[src/decode_macros.svh]
// Sizing and flag group codes for the decode stage
// Only 32 is supported for the PC, immediate and displacement widths
// Flag group codes are shared with the execute side

`ifndef DECODE_MACROS_SVH
`define DECODE_MACROS_SVH

// PC width
`define DEC_IADDRW 32

// Immediate and displacement after sign extension
`define DEC_IMMW 32
`define DEC_DISPW 32

// Microcode ROM entries
`define DEC_UCODE_DEPTH 8

// Flag groups for flag_0 (written) and flag_1 (read)
`define DEC_FLG_NONE  3'd0
`define DEC_FLG_ARITH 3'd1
`define DEC_FLG_DIR   3'd2
`define DEC_FLG_ALL   3'd7

`endif

[src/decode_pkg.sv]
// Types for the stage-0 bundle and the micro-op sent to execute
// Enum encodings are seen by the execute side and must stay stable
// Multi-byte fields keep their first byte in the low bits
`default_nettype none
`include "decode_macros.svh"

package decode_pkg;

   typedef logic [`DEC_IADDRW-1:0] pc_t;
   typedef logic [`DEC_IMMW-1:0]   imm_t;
   typedef logic [`DEC_DISPW-1:0]  disp_t;
   typedef logic [2:0]             byte_cnt_t;

   typedef enum logic [2:0] {opnd_none, opnd_reg, opnd_rm, opnd_imm, opnd_stack} operand_t;

   typedef enum logic [2:0] {alu_pass, alu_add, alu_sub, alu_and, alu_or, alu_xor} alu_op_t;

   typedef enum logic [1:0] {stk_none, stk_push, stk_pop} stack_op_t;

   // Same numbering as the x86 segment registers
   typedef enum logic [2:0] {seg_es, seg_cs, seg_ss, seg_ds, seg_fs, seg_gs} seg_t;

   // Microcode entry points
   typedef enum logic [1:0] {useq_none, useq_leave, useq_xchg, useq_int} useq_t;

   typedef struct packed {
      logic [63:0] displace_n_imm;
      // SIB in the high byte, ModRM in the low byte
      logic [15:0] addressing;
      byte_cnt_t   addressing_bytes;
      byte_cnt_t   displacement_bytes;
      byte_cnt_t   immediate_bytes;
      logic [15:0] opcode;
      byte_cnt_t   opcode_bytes;
      logic [23:0] prefix;
      byte_cnt_t   prefix_bytes;
      pc_t         pc;
      logic        branch_taken;
   } s0_bundle_t;

   typedef struct packed {
      logic [2:0] size;          // 1, 2 or 4 bytes
      logic       set_d_flag;
      logic       clear_d_flag;
      operand_t   op0;
      operand_t   op1;
      logic [2:0] op0_reg;
      logic [2:0] op1_reg;
      logic [7:0] modrm;
      logic [7:0] sib;
      imm_t       imm;
      disp_t      disp;
      alu_op_t    alu_op;
      logic [2:0] flag_0;
      logic [2:0] flag_1;
      stack_op_t  stack_op;
      seg_t       seg_override;
      logic       seg_override_valid;
      logic       rep;
      pc_t        pc;
      logic       branch_taken;
      logic       last;
   } uop_t;

endpackage

`default_nettype wire

[src/imm_disp_separate.sv]
// Displacement sits in the low bytes of displace_n_imm and the immediate follows it
// Each field is sign-extended from its own byte count
// A count of 4 or more takes the full 32 bits
`default_nettype none

module imm_disp_separate import decode_pkg::*; (
   input  logic [63:0] displace_n_imm,
   input  byte_cnt_t   displacement_bytes,
   input  byte_cnt_t   immediate_bytes,
   output imm_t        imm,
   output disp_t       disp
);

   logic [63:0] imm_field;

   function automatic logic [31:0] sext(input logic [31:0] raw, input byte_cnt_t n);
      logic [31:0] v;
      case (n)
         3'd0: v = '0;
         3'd1: v = {{24{raw[7]}}, raw[7:0]};
         3'd2: v = {{16{raw[15]}}, raw[15:0]};
         3'd3: v = {{8{raw[23]}}, raw[23:0]};
         default: v = raw;
      endcase
      return v;
   endfunction

   // Shift out the displacement so the immediate starts at bit 0
   assign imm_field = displace_n_imm >> {displacement_bytes, 3'b000};

   assign disp = disp_t'(sext(displace_n_imm[31:0], displacement_bytes));
   assign imm  = imm_t'(sext(imm_field[31:0], immediate_bytes));

endmodule

`default_nettype wire

[src/prefix_decode.sv]
// Up to three prefix bytes with the first one in the low byte
// Bytes beyond prefix_bytes are ignored
// Recognizes the segment overrides, 66 and F3 only
`default_nettype none

module prefix_decode import decode_pkg::*; (
   input  logic [23:0] prefix,
   input  byte_cnt_t   prefix_bytes,
   output seg_t        seg_override,
   output logic        seg_override_valid,
   output logic        size_override,
   output logic        rep
);

   logic [23:0] keep;
   logic [23:0] masked;

   always_comb begin
      case (prefix_bytes)
         3'd0: keep = 24'h000000;
         3'd1: keep = 24'h0000ff;
         3'd2: keep = 24'h00ffff;
         default: keep = 24'hffffff;
      endcase
   end

   assign masked = prefix & keep;

   // Scanned in order so the last segment prefix wins
   always_comb begin
      logic [7:0] pb;
      seg_t       code;
      logic       hit;
      seg_override = seg_ds;
      seg_override_valid = 1'b0;
      size_override = 1'b0;
      rep = 1'b0;
      for (int i = 0; i < 3; i++) begin
         pb = masked[8*i +: 8];
         code = seg_ds;
         hit = 1'b1;
         case (pb)
            8'h26: code = seg_es;
            8'h2e: code = seg_cs;
            8'h36: code = seg_ss;
            8'h3e: code = seg_ds;
            8'h64: code = seg_fs;
            8'h65: code = seg_gs;
            default: hit = 1'b0;
         endcase
         if (hit) begin
            seg_override = code;
            seg_override_valid = 1'b1;
         end
         if (pb == 8'h66) begin
            size_override = 1'b1;
         end
         if (pb == 8'hf3) begin
            rep = 1'b1;
         end
      end
   end

endmodule

`default_nettype wire

[src/op_and_rm_decode.sv]
// One-byte opcodes only. 0F escapes, HLT and unlisted opcodes are illegal
// Byte forms (even ALU opcodes, 86) give size 1 and ignore the 66 prefix
// LEAVE and XCHG return a microcode entry and a template uop
`default_nettype none
`include "decode_macros.svh"

module op_and_rm_decode import decode_pkg::*; (
   input  s0_bundle_t s0,
   input  imm_t       imm,
   input  disp_t      disp,
   input  seg_t       seg_override,
   input  logic       seg_override_valid,
   input  logic       size_override,
   input  logic       rep,
   output uop_t       uop,
   output useq_t      entry,
   output logic       illegal,
   output logic [3:0] length
);

   logic [15:0] opcode_m;
   logic [7:0]  opc;
   logic        one_byte;
   logic [2:0]  reg_f;
   logic [2:0]  rm_f;
   logic        alu_form;
   alu_op_t     alu_sel;

   always_comb begin
      case (s0.opcode_bytes)
         3'd0: opcode_m = 16'h0000;
         3'd1: opcode_m = {8'h00, s0.opcode[7:0]};
         default: opcode_m = s0.opcode;
      endcase
   end

   assign opc      = opcode_m[7:0];
   assign one_byte = (s0.opcode_bytes != 3'd0) && (opcode_m[15:8] == 8'h00);
   assign reg_f    = s0.addressing[5:3];
   assign rm_f     = s0.addressing[2:0];

   assign length = {1'b0, s0.prefix_bytes} + {1'b0, s0.opcode_bytes}
                 + {1'b0, s0.addressing_bytes} + {1'b0, s0.displacement_bytes}
                 + {1'b0, s0.immediate_bytes};

   // r/m-reg group, bit 1 is direction and bit 0 is width
   always_comb begin
      alu_form = 1'b1;
      case (opc[7:2])
         6'h00: alu_sel = alu_add;
         6'h02: alu_sel = alu_or;
         6'h08: alu_sel = alu_and;
         6'h0a: alu_sel = alu_sub;
         6'h0c: alu_sel = alu_xor;
         6'h22: alu_sel = alu_pass;
         default: begin
            alu_sel = alu_pass;
            alu_form = 1'b0;
         end
      endcase
   end

   always_comb begin
      uop = '0;
      uop.size = size_override ? 3'd2 : 3'd4;
      uop.modrm = s0.addressing[7:0];
      uop.sib = s0.addressing[15:8];
      uop.imm = imm;
      uop.disp = disp;
      uop.seg_override = seg_override;
      uop.seg_override_valid = seg_override_valid;
      uop.rep = rep;
      uop.pc = s0.pc;
      uop.branch_taken = s0.branch_taken;
      uop.last = 1'b1;
      entry = useq_none;
      illegal = 1'b0;
      if (!one_byte) begin
         illegal = 1'b1;
      end else if (alu_form) begin
         uop.alu_op = alu_sel;
         uop.flag_0 = (alu_sel == alu_pass) ? `DEC_FLG_NONE : `DEC_FLG_ARITH;
         if (!opc[0]) begin
            uop.size = 3'd1;
         end
         uop.op0 = opc[1] ? opnd_reg : opnd_rm;
         uop.op0_reg = opc[1] ? reg_f : rm_f;
         uop.op1 = opc[1] ? opnd_rm : opnd_reg;
         uop.op1_reg = opc[1] ? rm_f : reg_f;
      end else begin
         casez (opc)
            8'hc7: begin
               uop.op0 = opnd_rm;
               uop.op0_reg = rm_f;
               uop.op1 = opnd_imm;
            end
            8'b0101_0???: begin
               uop.op0 = opnd_stack;
               uop.op1 = opnd_reg;
               uop.op1_reg = opc[2:0];
               uop.stack_op = stk_push;
            end
            8'b0101_1???: begin
               uop.op0 = opnd_reg;
               uop.op0_reg = opc[2:0];
               uop.op1 = opnd_stack;
               uop.stack_op = stk_pop;
            end
            8'hfc: begin
               uop.clear_d_flag = 1'b1;
               uop.flag_0 = `DEC_FLG_DIR;
            end
            8'hfd: begin
               uop.set_d_flag = 1'b1;
               uop.flag_0 = `DEC_FLG_DIR;
            end
            8'hc9: entry = useq_leave;
            8'b1000_011?: begin
               entry = useq_xchg;
               if (!opc[0]) begin
                  uop.size = 3'd1;
               end
            end
            default: illegal = 1'b1;
         endcase
      end
   end

endmodule

`default_nettype wire

[src/microcode_sequencer.sv]
// Issues one ROM micro-op per seq_advance until the step marked last
// Size, ModRM, segment, PC and registers come from the template at seq_start
// Interrupt steps ignore the template and use int_pc
`default_nettype none
`include "decode_macros.svh"

module microcode_sequencer import decode_pkg::*; (
   input  logic  clk,
   input  logic  reset,
   input  logic  flush,
   input  logic  seq_start,
   input  useq_t entry,
   input  uop_t  template,
   input  pc_t   int_pc,
   input  logic  seq_advance,
   output uop_t  rom_uop,
   output logic  rom_active
);

   localparam int UAW = $clog2(`DEC_UCODE_DEPTH);

   typedef enum logic {seq_idle, seq_run} seq_state_t;

   seq_state_t     state;
   logic [UAW-1:0] upc;
   logic [UAW-1:0] upc_base;
   uop_t           tmpl_q;
   uop_t           int_base;
   logic [2:0]     rm_f;
   logic [2:0]     reg_f;

   // ROM layout is LEAVE at 0, XCHG at 2, interrupt at 5
   always_comb begin
      case (entry)
         useq_leave: upc_base = UAW'(0);
         useq_xchg:  upc_base = UAW'(2);
         default:    upc_base = UAW'(5);
      endcase
   end

   always_ff @(posedge clk) begin
      if (reset || flush) begin
         state <= seq_idle;
         upc <= '0;
      end else if (seq_start) begin
         state <= seq_run;
         upc <= upc_base;
      end else if (seq_advance) begin
         upc <= upc + 1'b1;
         if (rom_uop.last) begin
            state <= seq_idle;
         end
      end
   end

   always_ff @(posedge clk) begin
      if (seq_start) begin
         tmpl_q <= template;
      end
   end

   assign rom_active = (state == seq_run);
   assign rm_f       = tmpl_q.modrm[2:0];
   assign reg_f      = tmpl_q.modrm[5:3];

   always_comb begin
      int_base = '0;
      int_base.size = 3'd4;
      int_base.pc = int_pc;
      int_base.op0 = opnd_stack;
      int_base.stack_op = stk_push;
   end

   // In XCHG an operand of none names the execute-side scratch register
   always_comb begin
      rom_uop = tmpl_q;
      rom_uop.alu_op = alu_pass;
      rom_uop.flag_0 = `DEC_FLG_NONE;
      rom_uop.flag_1 = `DEC_FLG_NONE;
      rom_uop.stack_op = stk_none;
      rom_uop.last = 1'b0;
      case (upc)
         UAW'(0): begin
            // esp <- ebp
            rom_uop.op0 = opnd_reg;
            rom_uop.op0_reg = 3'd4;
            rom_uop.op1 = opnd_reg;
            rom_uop.op1_reg = 3'd5;
         end
         UAW'(1): begin
            rom_uop.op0 = opnd_reg;
            rom_uop.op0_reg = 3'd5;
            rom_uop.op1 = opnd_stack;
            rom_uop.stack_op = stk_pop;
            rom_uop.last = 1'b1;
         end
         UAW'(2): begin
            rom_uop.op0 = opnd_none;
            rom_uop.op1 = opnd_rm;
            rom_uop.op1_reg = rm_f;
         end
         UAW'(3): begin
            rom_uop.op0 = opnd_rm;
            rom_uop.op0_reg = rm_f;
            rom_uop.op1 = opnd_reg;
            rom_uop.op1_reg = reg_f;
         end
         UAW'(4): begin
            rom_uop.op0 = opnd_reg;
            rom_uop.op0_reg = reg_f;
            rom_uop.op1 = opnd_none;
            rom_uop.last = 1'b1;
         end
         UAW'(5): begin
            // Flags image
            rom_uop = int_base;
            rom_uop.flag_1 = `DEC_FLG_ALL;
         end
         default: begin
            rom_uop = int_base;
            rom_uop.op1 = opnd_imm;
            rom_uop.imm = imm_t'(int_pc);
            rom_uop.last = 1'b1;
         end
      endcase
   end

endmodule

`default_nettype wire

[src/decode_stage_1.sv]
// Decode stage 1 with valid/ready on both sides and a registered output
// Multi-step instructions and interrupt entry hold s0_ready low until done
// An illegal opcode halts the stage until reset
`default_nettype none

module decode_stage_1 import decode_pkg::*; (
   input  logic       clk,
   input  logic       reset,
   input  logic       flush,
   input  logic       handle_int,
   output logic       halt,
   input  logic       s0_valid,
   output logic       s0_ready,
   input  s0_bundle_t s0,
   output logic       s1_valid,
   input  logic       s1_ready,
   output uop_t       s1
);

   imm_t       dec_imm;
   disp_t      dec_disp;
   seg_t       pre_seg;
   logic       pre_seg_valid;
   logic       pre_size_override;
   logic       pre_rep;
   uop_t       dec_uop;
   useq_t      dec_entry;
   logic       dec_illegal;
   logic [3:0] dec_length;
   uop_t       rom_uop;
   logic       rom_active;
   logic       pending;
   logic       can_load;
   logic       accept;
   logic       load_dec;
   logic       int_go;
   logic       seq_start;
   useq_t      seq_entry;
   logic       seq_advance;
   pc_t        next_pc;

   imm_disp_separate imm_disp_separate_inst (
      .displace_n_imm     (s0.displace_n_imm),
      .displacement_bytes (s0.displacement_bytes),
      .immediate_bytes    (s0.immediate_bytes),
      .imm                (dec_imm),
      .disp               (dec_disp)
   );

   prefix_decode prefix_decode_inst (
      .prefix             (s0.prefix),
      .prefix_bytes       (s0.prefix_bytes),
      .seg_override       (pre_seg),
      .seg_override_valid (pre_seg_valid),
      .size_override      (pre_size_override),
      .rep                (pre_rep)
   );

   op_and_rm_decode op_and_rm_decode_inst (
      .s0                 (s0),
      .imm                (dec_imm),
      .disp               (dec_disp),
      .seg_override       (pre_seg),
      .seg_override_valid (pre_seg_valid),
      .size_override      (pre_size_override),
      .rep                (pre_rep),
      .uop                (dec_uop),
      .entry              (dec_entry),
      .illegal            (dec_illegal),
      .length             (dec_length)
   );

   microcode_sequencer microcode_sequencer_inst (
      .clk         (clk),
      .reset       (reset),
      .flush       (flush),
      .seq_start   (seq_start),
      .entry       (seq_entry),
      .template    (dec_uop),
      .int_pc      (next_pc),
      .seq_advance (seq_advance),
      .rom_uop     (rom_uop),
      .rom_active  (rom_active)
   );

   // Output register is empty or drains this cycle
   assign can_load = !s1_valid || s1_ready;
   assign s0_ready = can_load && !rom_active && !pending && !halt;
   assign accept   = s0_valid && s0_ready;
   assign load_dec = accept && !dec_illegal && (dec_entry == useq_none);
   assign int_go   = pending && !rom_active && can_load && !halt;

   assign seq_start   = (accept && !dec_illegal && (dec_entry != useq_none)) || int_go;
   assign seq_entry   = int_go ? useq_int : dec_entry;
   assign seq_advance = rom_active && can_load;

   always_ff @(posedge clk) begin
      if (reset || flush) begin
         s1_valid <= 1'b0;
         pending <= 1'b0;
      end else begin
         pending <= (pending && !int_go) || handle_int;
         if (can_load) begin
            s1_valid <= seq_advance || load_dec;
         end
      end
   end

   always_ff @(posedge clk) begin
      if (reset) begin
         halt <= 1'b0;
      end else if (accept && dec_illegal) begin
         halt <= 1'b1;
      end
   end

   // Sequencer micro-ops take priority over the decoded one
   always_ff @(posedge clk) begin
      if (seq_advance || load_dec) begin
         s1 <= rom_active ? rom_uop : dec_uop;
      end
      if (accept) begin
         next_pc <= s0.pc + pc_t'(dec_length);
      end
   end

endmodule

`default_nettype wire

[config.mk]
export PLATFORM = sky130hd
export DESIGN_NAME = decode_stage_1
export DESIGN_NICKNAME = d
export VERILOG_FILES = /design/src/decode_pkg.sv /design/src/imm_disp_separate.sv /design/src/prefix_decode.sv /design/src/op_and_rm_decode.sv /design/src/microcode_sequencer.sv /design/src/decode_stage_1.sv
export VERILOG_INCLUDE_DIRS = /design/src /design/src/src
export SDC_FILE = /design/constraint.sdc
export NUM_CORES = 1
export LEC_CHECK = 0
export BUFFER_PORTS_ARGS = -buffer_cell sky130_fd_sc_hd__clkbuf_2
export CELL_PAD_IN_SITES_DETAIL_PLACEMENT = 0
export CELL_PAD_IN_SITES_GLOBAL_PLACEMENT = 1
export CORE_ASPECT_RATIO = 1.2
export CORE_UTILIZATION = 50
export DETAILED_ROUTE_END_ITERATION = 16
export PLACE_DENSITY_LB_ADDON = 0.25
export SLEW_MARGIN = 15
export SYNTH_ARGS = -nofsm -noshare
export SYNTH_HDL_FRONTEND = slang
export SYNTH_HIERARCHICAL = 1
export SYNTH_SLANG_ARGS = --single-unit
[constraint.sdc]
create_clock -name clk -period 31.3 [get_ports clk]
set_clock_uncertainty 0.1 [all_clocks]
set_input_delay 6.26 -clock clk [delete_from_list [all_inputs] [get_ports clk]]
set_output_delay 6.26 -clock clk [all_outputs]
set_load 0.03 [all_outputs]
==> out/qor.yml <==
hold_path:
  min_path_type: "flop to flop"
  hold_path_depth: 2
  min_from: "halt"
  min_to: "halt"
sta:
  fmax_mhz: 74.2
  worst_pin_slew_ns: 1.05
  tns_ns: 0
  layout_setup_ws_ns: 17.82
  maxSlewViolCount: 0
  relSlewSlack: 0.299
  min_period_ns: 13.48
  finalCritPeriodShare: 0.431
  finalHoldViolCount: 0
  rsz0062_at_grt: "no"
  setup_violations: 0
  timing.hold.ws_ns: 0.435
worst_setup_path:
  rrSetupSlack_ns: 26.68
  r2r-end: "microcode_sequencer_inst/tmpl_q[69]"
  worst-path-max-fanout: 4
  path_cells: "clkbuf_2 -> nor2b_1 -> or3_4 -> nor2_1 -> clkbuf_2"
  startpoint_type: "primary input"
  reg2regPathDepth: 7
  path_class: "primary input to primary output"
  cp-end-kind: "primary output"
  crit_arrival_ns: 7.12
  r2r_start: "microcode_sequencer_inst/rom_active"
  worst_path_max_delay_cell: "nor2b_1"
  cp_common_cell: "clkbuf_2"
  required_ns: 24.94
  slowest_delay_ns: 0.33
clock_network:
  cts_tree: "yes"
  cts_root_buf: "clkbuf_16"
  cts_max_level: 2
  cts_hold_buf: 0
  clkTransAtPathRegs_ns: 0.06
  cts_made_buffers: 34
  cts_sinks: 315
  clock_latency_ns: 0.53
  postCtsSetupRepairBufs: 0
  cts_max_path_buffers: 3
  postCtsResizedCells: 0
route:
  ant_nets: 0
  avgRoutedWirePerCell_microns: 22.3
  vias: 11700
  dr.pass1.iters: 6
  drc: 0
  drtIter0Drc: 886
  wl_microns: 45300
  via_per_inst: 5.78
synthesis:
  synth_cells: 1364
  seq_area_frac_synth: 0.520
  synth-edff-count: 308
  synth_area_sq_um: 18100
  ys.flop_type: "edfxtp_1"
  synth_area_per_cell_sq_um: 13.2
  yosys_warnings: 6
  ys_types: 89
  synth-seq-cells: 315
  synthArstFlopShare: 0
power:
  power.density_nw_per_um2: 52.1
  vdd_drop_max_mv: 0.0370
  leakage_nw: 7.88
final_layout:
  fillers: 2973
  area_growth_syn_to_layout_pct: 11.2
  nets: 1735
  drive_gt1_frac: 0.399
  regArea_sq_um: 9390
  multi_input_area_sq_um: 7230
floorplanning:
  core_sq_um: 35300
  die_h_microns: 210
  ios: 324
  initial_core_util: 0.512
  die_w_microns: 175
  die_area_sq_um: 36900
  std_cell_rows: 75
placed_design:
  port_buffers: 323
  dp_slack_ns: 17.81
  dp_hpwl_microns: 32500
  gp_congestion: 0.863
grt:
  grt_pass1_vias: 11500
  grt_max_degree: 77
  grt_pass1_wl_microns: 67300
  gr-total-overflow: 0
  grt.total_usage: 0.242
  antenna_found_initial: 6
flow_run:
  max_cap_violations: 0
run_status:
  status: "completed"
[layout make-up]
cell class                 instances  share of cell area
inverter                          24             0.00449
sequential                       315               0.468
clock inverter                    17             0.00736
clock buffer                      43              0.0451
tap                              462              0.0288
multi-input combinational        828               0.360
timing repair buffer             336              0.0855
antenna                            4            0.000499
[synth_stat cells (all sizes together), types with 6 or more instances]
master,n,area [sq um]
nor3,9,56.3
nand2,45,169
nand3,29,150
inv,24,90.1
nand2b,11,68.8
a22oi,10,75.1
o2bb2ai,13,114
nand4,15,93.8
nor2b,24,150
nor4,8,50.1
o21ai,19,95.1
buf,181,1320
a22o,34,298
mux2i,40,400
xor2,6,52.6
nor3b,9,83.8
ha,13,163
mux2,194,2320
mux4,19,428
nor4b,6,71.3
edfxtp,308,9250
and3,12,76.3
a21oi,16,80.1
dfxtp,7,140
clkbuf,24,92.6
a32oi,9,97.6
a211o,7,61.3
xnor2,28,245
nor2,56,210
a21o,31,234
and2,67,422
fa,9,180
[routing by layer]
metal	vias up	global-route usage	part of all wire	wire, microns
li1	5376	-	-	-
met1	5809	0.304	0.40	18200
met2	451	0.407	0.49	22400
met3	94	0.0494	0.067	3020
met4	6	0.0987	0.035	1600
met5	-	0	0.0010	46
[report_power, final]
| group | switching, mW | leakage [nW] | internal (mW) | total, mW |
|---|---|---|---|---|
| Clock | 0.163 | 0.514 | 0.223 | 0.386 |
| Sequential | 0.00804 | 2.90 | 0.488 | 0.496 |
| Combinational | 0.0948 | 4.47 | 0.0685 | 0.163 |
| Total | 0.266 | 7.88 | 0.779 | 1.05 |
[per-stage QoR]
step	instance area, sq um	total power, mW	std cells	util
finish	20100	1.05	2029	0.569
global route	20100	1.08	2028	0.569
CTS	20100	1.06	2025	0.569
detailed placement	19000	0.668	1965	0.539
global placement	19000	0.665	1965	0.539
floorplan	18100	0.634	1372	-
[cells by family (layout without fill, tap and decap cells)]
| group | count (synthesis) | after routing | synth area share |
|---|---|---|---|
| xor+xnor | 34 | 34 | 0.0165 |
| flops | 315 | 315 | 0.520 |
| fa+ha+maj | 22 | 22 | 0.0190 |
| mux | 253 | 253 | 0.174 |
| compound gates | 189 | 189 | 0.0842 |
| other cells | 3 | 15 | 0.000624 |
| buf+inv | 229 | 420 | 0.0830 |
| simple gates | 319 | 319 | 0.102 |
[state kept, by name, summed over array words and instances (netlist names)]
signal,cells
microcode_sequencer_inst/reg_f,3
microcode_sequencer_inst/tmpl_q,123
halt,1
next_pc,32
microcode_sequencer_inst/rm_f,3
microcode_sequencer_inst/rom_active,1
microcode_sequencer_inst/upc,3
pending,1
s1_valid,1
s1,147
[placed cells by master, fill, tap and decap left out, types with 9 or more instances in the layout]
cell         n
a21o_1      30
a21oi_1     16
a22o_1      34
a22oi_1     10
and2_1      66
and3_1      11
buf_4       14
clkbuf_16   35
clkbuf_2   322
conb_1      11
edfxtp_1   308
fa_1         9
ha_1        13
inv_1       24
mux2_2     158
mux2_4      36
mux2i_1     40
mux4_2      19
nand2_1     45
nand2b_1    11
nand3_1     28
nand4_1     15
nor2_1      56
nor2b_1     24
o21ai_0     15
o2bb2ai_1   13
xnor2_1     28
[worst max path at each step]
stage / startpoint / to / cells past startpoint / slack (ns)
2_1_floorplan: s1_ready / microcode_sequencer_inst/upc[1] / 7 / 12.60
3_3_place_gp: s1_ready / s0_ready / 5 / 17.83
3_5_place_dp: s1_ready / s0_ready / 5 / 17.81
4_1_cts: s1_ready / s0_ready / 5 / 17.81
5_1_grt: s1_ready / s0_ready / 5 / 17.76
6_report: s1_ready / s0_ready / 5 / 17.82
[critical path: cells and delay by family]
kind	cells	cell delay [ns]
buf+inv	2	0.26
simple gates	3	0.61
Note: power is estimated with default switching activity, not from simulation.
